===== config.mk =====
export PLATFORM = sky130hd
export DESIGN_NAME = clockDisplay
export DESIGN_NICKNAME = d
export VERILOG_FILES = /design/src/clockDisplayPkg.sv /design/src/vgaTiming.sv /design/src/fieldDecoder.sv /design/src/timeRegisters.sv /design/src/glyphRenderer.sv /design/src/clockDisplay.sv
export SDC_FILE = /design/constraint.sdc
export NUM_CORES = 1
export LEC_CHECK = 0
export ABC_CLOCK_PERIOD_IN_PS = 6200
export BUFFER_PORTS_ARGS = -buffer_cell sky130_fd_sc_hd__buf_2
export CORE_MARGIN = 2
export CORE_UTILIZATION = 54
export CTS_CLUSTER_DIAMETER = 30
export DETAILED_ROUTE_END_ITERATION = 16
export GPL_TIMING_DRIVEN = 1
export PLACE_DENSITY = 0.8
export RECOVER_POWER = 100
export SKIP_CTS_REPAIR_TIMING = 1
export SYNTH_ARGS = -nofsm -noshare
export SYNTH_HDL_FRONTEND = slang
export SYNTH_SLANG_ARGS = --single-unit
export TNS_END_PERCENT = 10

===== constraint.sdc =====
create_clock -name CLK -period 6.2 [get_ports CLK]
set_input_delay 0.93 -clock CLK [delete_from_list [all_inputs] [get_ports CLK]]
set_output_delay 0.93 -clock CLK [all_outputs]
set_load 0.01 [all_outputs]

===== src/clockDisplayPkg.sv =====
package clockDisplayPkg;

	////////////////////////////////////////////////////////////
	// Time values as the host writes them

	typedef struct packed {
		logic [7:0] hi;  // Day or hours, byte 0
		logic [7:0] mid; // Month or minutes
		logic [7:0] lo;  // Year or seconds
	} bcdTriple;

	typedef struct packed {
		bcdTriple date;  // Row 0
		bcdTriple clock; // Row 1
		bcdTriple timer; // Row 2, countdown
		logic     alarm; // Shows the alarm icon
	} displayTime;

	////////////////////////////////////////////////////////////
	// APB host port, paddr is a word index

	typedef struct packed {
		logic        psel;
		logic        penable;
		logic        pwrite;
		logic [3:0]  paddr;
		logic [31:0] pwdata;
	} apbReq;

	typedef struct packed {
		logic [31:0] prdata;
		logic        pready;
		logic        pslverr;
	} apbRsp;

	////////////////////////////////////////////////////////////
	// Pixel pipeline records

	typedef struct packed {
		logic [9:0] x;
		logic [9:0] y;
		logic       active; // Inside visible area
		logic       hsync;  // Active low
		logic       vsync;  // Active low
	} pixelPos;

	typedef enum logic [1:0] {
		Outside,
		Panel,
		Digit,
		AlarmIcon
	} fieldKind;

	typedef struct packed {
		fieldKind   kind;
		logic [1:0] row;  // 0 date, 1 clock, 2 timer
		logic [2:0] slot; // Digit position in the row
		logic [4:0] lx;   // Offset inside the cell
		logic [4:0] ly;
		logic       active;
		logic       hsync;
		logic       vsync;
	} cellHit;

	// 12-bit RGB, 4 bits per channel
	localparam logic [11:0] PanelColor = 12'h223;
	localparam logic [11:0] SegColor   = 12'hFD2;
	localparam logic [11:0] AlarmColor = 12'hF20;

	localparam int SegThick = 2; // Segment stroke in pixels

	// Bit 6 is segment a down to bit 0 segment g
	localparam logic [6:0] segTable [0:9] = '{
		7'h7E, 7'h30, 7'h6D, 7'h79, 7'h33,
		7'h5B, 7'h5F, 7'h70, 7'h7F, 7'h7B
	};

endpackage


===== src/vgaTiming.sv =====
`timescale 1ns/1ps

module vgaTiming #(
	parameter int HActive = 640,
	parameter int HFront  = 16,
	parameter int HSync   = 96,
	parameter int HBack   = 48,
	parameter int VActive = 480,
	parameter int VFront  = 10,
	parameter int VSync   = 2,
	parameter int VBack   = 33
) (
	input  logic                     CLK,
	input  logic                     reset,
	output clockDisplayPkg::pixelPos pos
);

	localparam int HTotal = HActive + HFront + HSync + HBack;
	localparam int VTotal = VActive + VFront + VSync + VBack;

	localparam logic [9:0] HLast      = 10'(HTotal - 1);
	localparam logic [9:0] VLast      = 10'(VTotal - 1);
	localparam logic [9:0] HActEnd    = 10'(HActive);
	localparam logic [9:0] VActEnd    = 10'(VActive);
	localparam logic [9:0] HSyncStart = 10'(HActive + HFront);
	localparam logic [9:0] HSyncEnd   = 10'(HActive + HFront + HSync);
	localparam logic [9:0] VSyncStart = 10'(VActive + VFront);
	localparam logic [9:0] VSyncEnd   = 10'(VActive + VFront + VSync);

	logic [9:0] hCount; // Pixel within the line
	logic [9:0] vCount; // Line within the frame

	always_ff @(posedge CLK) begin
		if (reset) begin
			hCount <= '0;
			vCount <= '0;
		end else if (hCount == HLast) begin
			hCount <= '0; // End of line, step the line counter
			if (vCount == VLast)
				vCount <= '0;
			else
				vCount <= vCount + 10'd1;
		end else begin
			hCount <= hCount + 10'd1;
		end
	end

	always_comb begin
		pos.x      = hCount;
		pos.y      = vCount;
		pos.active = (hCount < HActEnd) && (vCount < VActEnd);
		pos.hsync  = !((hCount >= HSyncStart) && (hCount < HSyncEnd)); // Low in sync window
		pos.vsync  = !((vCount >= VSyncStart) && (vCount < VSyncEnd));
	end

	// Line length must come from the wrap compare, never from overflow
	assert property (@(posedge CLK) disable iff (reset) hCount <= HLast)
		else $error("vgaTiming: horizontal counter beyond line total");

endmodule


===== src/fieldDecoder.sv =====
`timescale 1ns/1ps

module fieldDecoder #(
	parameter int PanelX = 200,
	parameter int PanelY = 150,
	parameter int CellW  = 24,
	parameter int CellH  = 30
) (
	input  logic                     CLK,
	input  logic                     reset,
	input  clockDisplayPkg::pixelPos pos,
	output clockDisplayPkg::cellHit  hit
);
	import clockDisplayPkg::*;

	// Panel is 10 cells wide and 6 cells high
	localparam logic [9:0] Left     = 10'(PanelX);
	localparam logic [9:0] Right    = 10'(PanelX + 10 * CellW);
	localparam logic [9:0] Top      = 10'(PanelY);
	localparam logic [9:0] Bottom   = 10'(PanelY + 6 * CellH);
	localparam logic [9:0] Wd       = 10'(CellW);
	localparam logic [9:0] Ht       = 10'(CellH);
	localparam logic [9:0] HalfHt   = 10'(CellH / 2); // First row starts half a cell down
	localparam logic [9:0] RowPitch = 10'(2 * CellH); // Rows one cell apart

	logic       inPanel;
	logic [9:0] relX;    // Offset from panel corner
	logic [9:0] relY;
	logic [9:0] rowOff;  // Offset from top of row 0
	logic [9:0] colIdx;  // Grid column 0 to 9
	logic [9:0] rowIdx;
	logic [9:0] inX;
	logic [9:0] inY;
	logic [9:0] digCol;  // Digit column c, one left of the grid column
	logic [9:0] slotIdx;
	logic       inRow;
	logic       isDigit;
	logic       isAlarm;
	fieldKind   kindNext;

	always_comb begin
		inPanel = pos.active && (pos.x >= Left) && (pos.x < Right)
			&& (pos.y >= Top) && (pos.y < Bottom);
		relX   = pos.x - Left;
		relY   = pos.y - Top;
		rowOff = relY - HalfHt;
		colIdx = relX / Wd;
		inX    = relX % Wd;
		rowIdx = rowOff / RowPitch;
		inY    = rowOff % RowPitch; // Lower half of the pitch is the gap
		inRow  = (relY >= HalfHt) && (rowIdx < 10'd3) && (inY < Ht);

		// Digits sit at c = 0,1,3,4,6,7, every third column is a separator
		digCol  = colIdx - 10'd1;
		slotIdx = digCol - digCol / 10'd3;
		isDigit = inRow && (colIdx >= 10'd1) && (colIdx <= 10'd8)
			&& (digCol % 10'd3 != 10'd2);
		isAlarm = inRow && (rowIdx == 10'd0) && (colIdx == 10'd9); // Last grid cell of row 0

		if (!inPanel)
			kindNext = Outside;
		else if (isDigit)
			kindNext = Digit;
		else if (isAlarm)
			kindNext = AlarmIcon;
		else
			kindNext = Panel;
	end

	always_ff @(posedge CLK) begin
		hit.row  <= rowIdx[1:0];  // Cell payload
		hit.slot <= slotIdx[2:0];
		hit.lx   <= inX[4:0];
		hit.ly   <= inY[4:0];
		if (reset) begin
			hit.kind   <= Outside;
			hit.active <= 1'b0;
			hit.hsync  <= 1'b1; // Syncs idle high
			hit.vsync  <= 1'b1;
		end else begin
			hit.kind   <= kindNext;
			hit.active <= pos.active;
			hit.hsync  <= pos.hsync;
			hit.vsync  <= pos.vsync;
		end
	end

	// Renderer indexes the time registers with row and slot
	assert property (@(posedge CLK) disable iff (reset)
		(hit.kind == Digit) |-> (hit.row < 2'd3) && (hit.slot < 3'd6))
		else $error("fieldDecoder: digit hit outside the 3x6 grid");

endmodule


===== src/timeRegisters.sv =====
`timescale 1ns/1ps

module timeRegisters (
	input  logic                        CLK,
	input  logic                        reset,
	input  clockDisplayPkg::apbReq      req,
	output clockDisplayPkg::apbRsp      rsp,
	output clockDisplayPkg::displayTime timeVals
);

	////////////////////////////////////////////////////////////
	// Register map, word index
	//   0 date   bits 23:0
	//   1 clock  bits 23:0
	//   2 timer  bits 23:0
	//   3 ctrl   bit 0 alarm

	logic        access;   // APB access phase
	logic        addrOk;
	logic [31:0] readWord;

	assign access = req.psel && req.penable;
	assign addrOk = (req.paddr <= 4'd3);

	always_ff @(posedge CLK) begin
		if (reset) begin
			timeVals <= '0;
		end else if (access && req.pwrite && addrOk) begin
			case (req.paddr[1:0]) // Write lands on the edge ending access
				2'd0:    timeVals.date  <= req.pwdata[23:0];
				2'd1:    timeVals.clock <= req.pwdata[23:0];
				2'd2:    timeVals.timer <= req.pwdata[23:0];
				default: timeVals.alarm <= req.pwdata[0];
			endcase
		end
	end

	always_comb begin
		case (req.paddr)
			4'd0:    readWord = {8'h00, timeVals.date};
			4'd1:    readWord = {8'h00, timeVals.clock};
			4'd2:    readWord = {8'h00, timeVals.timer};
			4'd3:    readWord = {31'd0, timeVals.alarm};
			default: readWord = 32'd0; // Unmapped reads as zero
		endcase
	end

	////////////////////////////////////////////////////////////
	// Response, never stalls

	assign rsp.prdata  = (access && !req.pwrite) ? readWord : 32'd0;
	assign rsp.pready  = 1'b1;
	assign rsp.pslverr = access && !addrOk;

	// Host must open every transfer with a setup phase
	assert property (@(posedge CLK) disable iff (reset)
		$rose(req.penable) |-> req.psel && $past(req.psel && !req.penable))
		else $error("timeRegisters: penable without a setup phase");

endmodule


===== src/glyphRenderer.sv =====
`timescale 1ns/1ps

module glyphRenderer #(
	parameter int CellW = 24,
	parameter int CellH = 30
) (
	input  logic                        CLK,
	input  logic                        reset,
	input  clockDisplayPkg::cellHit     hit,
	input  clockDisplayPkg::displayTime timeVals,
	output logic [11:0]                 color,
	output logic                        hs,
	output logic                        vs
);
	import clockDisplayPkg::*;

	// Segment bands in cell coordinates
	localparam logic [4:0] Thick  = 5'(SegThick);
	localparam logic [4:0] Mid    = 5'(CellH / 2);
	localparam logic [4:0] MidUp  = 5'(CellH / 2 - 1);  // g is two lines, mid-1 and mid
	localparam logic [4:0] Bottom = 5'(CellH - SegThick);
	localparam logic [4:0] Right  = 5'(CellW - SegThick);

	bcdTriple    rowVal;
	logic [3:0]  nibble;
	logic [6:0]  segOn;   // Lit by the digit, a in bit 6
	logic [6:0]  segHere; // Covering this pixel
	logic [11:0] colorNext;

	////////////////////////////////////////////////////////////
	// Digit select and segment test

	always_comb begin
		case (hit.row)
			2'd0:    rowVal = timeVals.date;
			2'd1:    rowVal = timeVals.clock;
			default: rowVal = timeVals.timer;
		endcase

		// Even slot takes the high nibble of its byte
		case (hit.slot)
			3'd0:    nibble = rowVal.hi[7:4];
			3'd1:    nibble = rowVal.hi[3:0];
			3'd2:    nibble = rowVal.mid[7:4];
			3'd3:    nibble = rowVal.mid[3:0];
			3'd4:    nibble = rowVal.lo[7:4];
			default: nibble = rowVal.lo[3:0];
		endcase

		segOn = (nibble > 4'd9) ? 7'd0 : segTable[nibble]; // Non-BCD stays blank

		segHere[6] = hit.ly < Thick;                         // a
		segHere[5] = (hit.lx >= Right) && (hit.ly < Mid);    // b
		segHere[4] = (hit.lx >= Right) && (hit.ly >= Mid);   // c
		segHere[3] = hit.ly >= Bottom;                       // d
		segHere[2] = (hit.lx < Thick) && (hit.ly >= Mid);    // e
		segHere[1] = (hit.lx < Thick) && (hit.ly < Mid);     // f
		segHere[0] = (hit.ly == MidUp) || (hit.ly == Mid);   // g

		colorNext = 12'h000; // Blanking
		if (hit.active) begin
			case (hit.kind)
				Digit:     colorNext = |(segOn & segHere) ? SegColor : PanelColor;
				AlarmIcon: colorNext = timeVals.alarm ? AlarmColor : PanelColor;
				Panel:     colorNext = PanelColor;
				default:   colorNext = 12'h000;
			endcase
		end
	end

	////////////////////////////////////////////////////////////
	// Output stage, syncs follow the colour

	always_ff @(posedge CLK) begin
		if (reset) begin
			color <= 12'h000;
			hs    <= 1'b1;
			vs    <= 1'b1;
		end else begin
			color <= colorNext;
			hs    <= hit.hsync;
			vs    <= hit.vsync;
		end
	end

endmodule


===== src/clockDisplay.sv =====
`timescale 1ns/1ps

module clockDisplay #(
	// 640x480 at 60 Hz from a 25 MHz pixel clock
	parameter int HActive = 640,
	parameter int HFront  = 16,
	parameter int HSync   = 96,
	parameter int HBack   = 48,
	parameter int VActive = 480,
	parameter int VFront  = 10,
	parameter int VSync   = 2,
	parameter int VBack   = 33,
	parameter int PanelX  = 200, // Panel corner on screen
	parameter int PanelY  = 150,
	parameter int CellW   = 24,  // Up to 32, local offsets are 5 bits
	parameter int CellH   = 30
) (
	input  logic                   CLK,
	input  logic                   reset,
	input  clockDisplayPkg::apbReq apbIn,
	output clockDisplayPkg::apbRsp apbOut,
	output logic [11:0]            COLOR_OUT,
	output logic                   HS,
	output logic                   VS
);
	import clockDisplayPkg::*;

	pixelPos    pos;      // Cycle t, from the counters
	cellHit     hit;      // Cycle t+1
	displayTime timeVals; // Host-written values

	vgaTiming #(
		.HActive(HActive), .HFront(HFront), .HSync(HSync), .HBack(HBack),
		.VActive(VActive), .VFront(VFront), .VSync(VSync), .VBack(VBack)
	) u_vgaTiming (
		.CLK  (CLK),
		.reset(reset),
		.pos  (pos)
	);

	fieldDecoder #(
		.PanelX(PanelX), .PanelY(PanelY), .CellW(CellW), .CellH(CellH)
	) u_fieldDecoder (
		.CLK  (CLK),
		.reset(reset),
		.pos  (pos),
		.hit  (hit)
	);

	timeRegisters u_timeRegisters (
		.CLK     (CLK),
		.reset   (reset),
		.req     (apbIn),
		.rsp     (apbOut),
		.timeVals(timeVals)
	);

	// Colour and syncs leave at t+2
	glyphRenderer #(
		.CellW(CellW), .CellH(CellH)
	) u_glyphRenderer (
		.CLK     (CLK),
		.reset   (reset),
		.hit     (hit),
		.timeVals(timeVals),
		.color   (COLOR_OUT),
		.hs      (HS),
		.vs      (VS)
	);

endmodule


==> results.md <==
- The flow ran to the end, but the final reports show violations.
- The checks that failed: max-capacitance violations, max-slew violations.
- The quantity of I/O buffers inserted on ports is 69.
- Dividing the final minimum period by the clock period gives 0.9438.
- The arrival time reported for the critical path endpoint is around 6 ns.
- The post-synthesis register bit count is 120.
- The number of endpoints failing setup at the final stage is 0.
- The critical path ends at u_fieldDecoder.hit[19].
- The final layout net count is 1,245.
- 0 antenna diodes ended up in the layout.
- The fraction of layout instances using a drive strength above 1 is 0.1409.
- In this run the count of I/O pins placed on the die edge is between 80 and 90.
- In this run the remaining antenna-violating nets after routing total 0.
- The number of global-route vias before repair is 7,328.
- The clock root buffer is clkbuf_16.
- After legalization and detailed placement, the total HPWL measured about 15 mm.
- The total core area is approximately 0.015 mm².
- The number of detailed-routing iterations run before antenna repair is 7.
- The clock period minus worst slack is 5.852 ns.
- The worst-margin pin slew is approximately 3.4 ns.
- TritonCTS built the clock tree.
- Fill cells in the final layout number 1,328.
- The clock passes through at most 2 buffers.
- The maximum clock frequency is 170.9 MHz.
- The full die area is 0.01672 mm².
- The routability congestion estimate from global placement is 0.8803.
- The post-synthesis async set-or-reset flop share is 0.
- The startpoint kind of the worst setup timing path is a flip-flop.
- The power density normalized to cell area is 192.1 mW/mm².
- The area growth from synthesis to layout is 12.69%.
- In this run the worst path has a maximum fanout of 16.
- The sequential-to-total area share from yosys stat is 0.2834.
- IR analysis of the VDD net gives a maximum drop of around 220 µV.
- The area of the mapped netlist is 0.008477 mm².
- For this design the static power due to leakage is 3.383 nW.
- The worst setup path category is reg -> reg.
- In the synthesized netlist the dominant register cell turns out to be dfxtp_1.
- The number of H-tree branching levels is 4.
- The most common cell after layout, fill and taps aside is nand2_1.
- Hold timing on the final database bottoms out at a slack of roughly 0.42 ns.
- For flop-to-flop paths, the worst setup slack is approximately 0.35 ns.
- The required time of the worst setup path is 6.49 ns.
- The number of maximum-capacitance constraint violations is 2.
- The worst register-to-register path begins at u_vgaTiming.hCount[6].
- The maximum number of pins on one net before global-route repair is 75.
- The initial antenna violation count is 0.
- The number of synthesized flops with an enable pin is 0.
- The end-of-flow core utilization is 0.6261.
- The starting density of the core is 0.5556.
- Clock tree synthesis found a total of 120 sinks.
- In the routed layout, each cell is associated on average with a via count of 5.845.
- In this run the worst hold path is classified as reg -> reg.
- The total number of yosys warnings is 0.
- The combined global-route utilization of all metal layers is 0.2541.
- After detailed routing, the number of remaining DRC violations is 0.
- The final number of max-transition violations is 108.
- The number of buffers inserted during clock tree synthesis is 17.
- The number of distinct standard cells referenced by the synthesized netlist is 93.
- After detailed routing, the average wire length per cell comes to 15.46 µm.
- The vertical extent of the die is 129.3 µm.
- The first global-routing pass estimated 34.72 mm of wire.
- The floorplan step set the die width to 129.3 µm.
- The top cell types in the final layout, fill and taps aside, are 197 x nand2_1, 145 x a21oi_1, 127 x nor2_1, 116 x dfxtp_1, 45 x mux2i_1.
- The source-to-sink clock delay at the later pin of the worst-skew pair is 0.43 ns.
- The number of cells on the worst reg-to-reg path is 25.
- The final count of hold timing violations came to 0.
- The mean post-synth cell area is 7.429 µm².
- For the final database, setup skew stands at about 0.011 ns.
- The worst pin sits at a relative slew slack of -1.248.
- The violation count after the first detailed-route iteration is ~600.
- Counting every instance in the synthesized netlist gives 1,141.
- After floorplanning, the core was divided into 45 placement rows.
- The end of the worst register-to-register path is u_fieldDecoder.hit[19].
- After clock tree synthesis, the clock-pin slew on the worst setup and hold paths is 0.06 ns.
- Summed over all layers, the global routing overflow is 0.
- The number of vias after detailed routing is 8,200.
- Tracing the worst setup path back leads to its startpoint at u_vgaTiming.hCount[6].
- The worst setup path is captured at a flip-flop.
- Wires add up to ~22 mm.
==> critical path, cell delays in order, from the launching register on <==
cell and delay [ns]:
dfxtp_2 0.42, or2_1 0.29, o41ai_2 0.36, a21oi_1 0.12, and3_1 0.23, or3_1 0.41, a21boi_1 0.17, o221ai_2 0.20
inv_2 0.09, ha_4 0.20, and3_1 0.16, or4_1 0.50, a21o_1 0.21, ha_2 0.21, nor2_1 0.15, o21ai_2 0.09
inv_1 0.08, ha_1 0.11, inv_1 0.06, ha_1 0.20, or4_1 0.53, ha_1 0.29, inv_1 0.04, a211o_1 0.25
o31ai_4 0.27, a211oi_2 0.09
==> Yosys cell counts, types with 10 or more instances <==
master,instances,area [µm²]
nand2_1,197,739.5
a21oi_1,147,735.7
nor2_1,128,480.5
dfxtp_1,120,2402
clkbuf_1,50,187.7
mux2i_1,45,450.4
xnor2_1,35,306.5
inv_1,31,116.4
o21ai_0,28,140.1
nand3_1,27,135.1
ha_1,24,300.3
nor3_1,17,85.08
buf_4,16,120.1
a31oi_1,14,87.58
a211oi_1,13,97.59
buf_2,12,60.06
and3_1,11,68.82
mux2_2,11,123.9
buf_1,10,37.54
==> state kept, by name, summed over array words and instances (netlist names) <==
register,count
u_fieldDecoder.hit,19
u_glyphRenderer.color,6
u_glyphRenderer.hs,1
u_glyphRenderer.vs,1
u_timeRegisters.timeVals,73
u_vgaTiming.hCount,10
u_vgaTiming.vCount,10
==> where the power goes <==
part / internal [W] / leakage, nW / switching, W
clock: 0.000520 / 0.269 / 0.000391
sequential: 0.000780 / 0.971 / 0.0000158
combinational: 0.0000478 / 2.14 / 0.0000804
==> cells by family (layout without fill, tap and decap cells) <==
group,count (synthesis),in the layout,share of synthesized area
other cells,2,11,0.0008859
xor+xnor,46,46,0.04930
mux,64,64,0.08812
buf+inv,121,163,0.06332
simple gates,460,460,0.2432
compound gates,302,302,0.2328
flops,120,120,0.2834
fa+ha+maj,26,26,0.03897
==> worst min-delay path by stage <==
stage,startpoint,endpoint,slack [ns],depth (start not counted)
after floorplan,u_vgaTiming.hCount[2],u_fieldDecoder.hit[10],0.33,0
after global placement,u_fieldDecoder.hit[1],u_glyphRenderer.hs,0.42,1
after detailed placement,u_fieldDecoder.hit[1],u_glyphRenderer.hs,0.41,1
after CTS,u_fieldDecoder.hit[1],u_glyphRenderer.hs,0.43,1
after global routing,u_fieldDecoder.hit[1],u_glyphRenderer.hs,0.44,1
final,u_fieldDecoder.hit[1],u_glyphRenderer.hs,0.42,1
==> metrics by stage <==
stage | std cells | total power, W | setup WS (ns) | area (µm²) | TNS (ns)
after floorplan | 1150 | 0.0009014 | 0.03752 | 8552 | 0
after detailed placement | 1369 | 0.0009369 | 0.1859 | 8950 | 0
after global placement | 1369 | 0.0009348 | 0.2417 | 8950 | 0
after CTS | 1401 | 0.001838 | 0.1206 | 9495 | 0
after global routing | 1403 | 0.001891 | -0.01044 | 9553 | -0.01044
final | 1403 | 0.001835 | 0.3483 | 9553 | 0
==> layout make-up <==
cell class | count | area, µm² | share of cell area
inverter | 32 | 120.1 | 0.01257
multi-input combinational | 909 | 5700 | 0.5967
clock inverter | 14 | 116.4 | 0.01218
tap | 211 | 264.0 | 0.02764
clock buffer | 18 | 429.2 | 0.04492
sequential | 120 | 2410 | 0.2523
timing repair buffer | 99 | 513.0 | 0.05370
==> per-layer routing <==
metal,global-route usage,wire [µm],up-vias
met5,0,0,-
met4,0.09910,505,0
met3,0.04831,1252,43
met2,0.4341,10500,283
met1,0.3172,9441,3811
li1,-,-,4063
(Power assumes the default switching activity.)
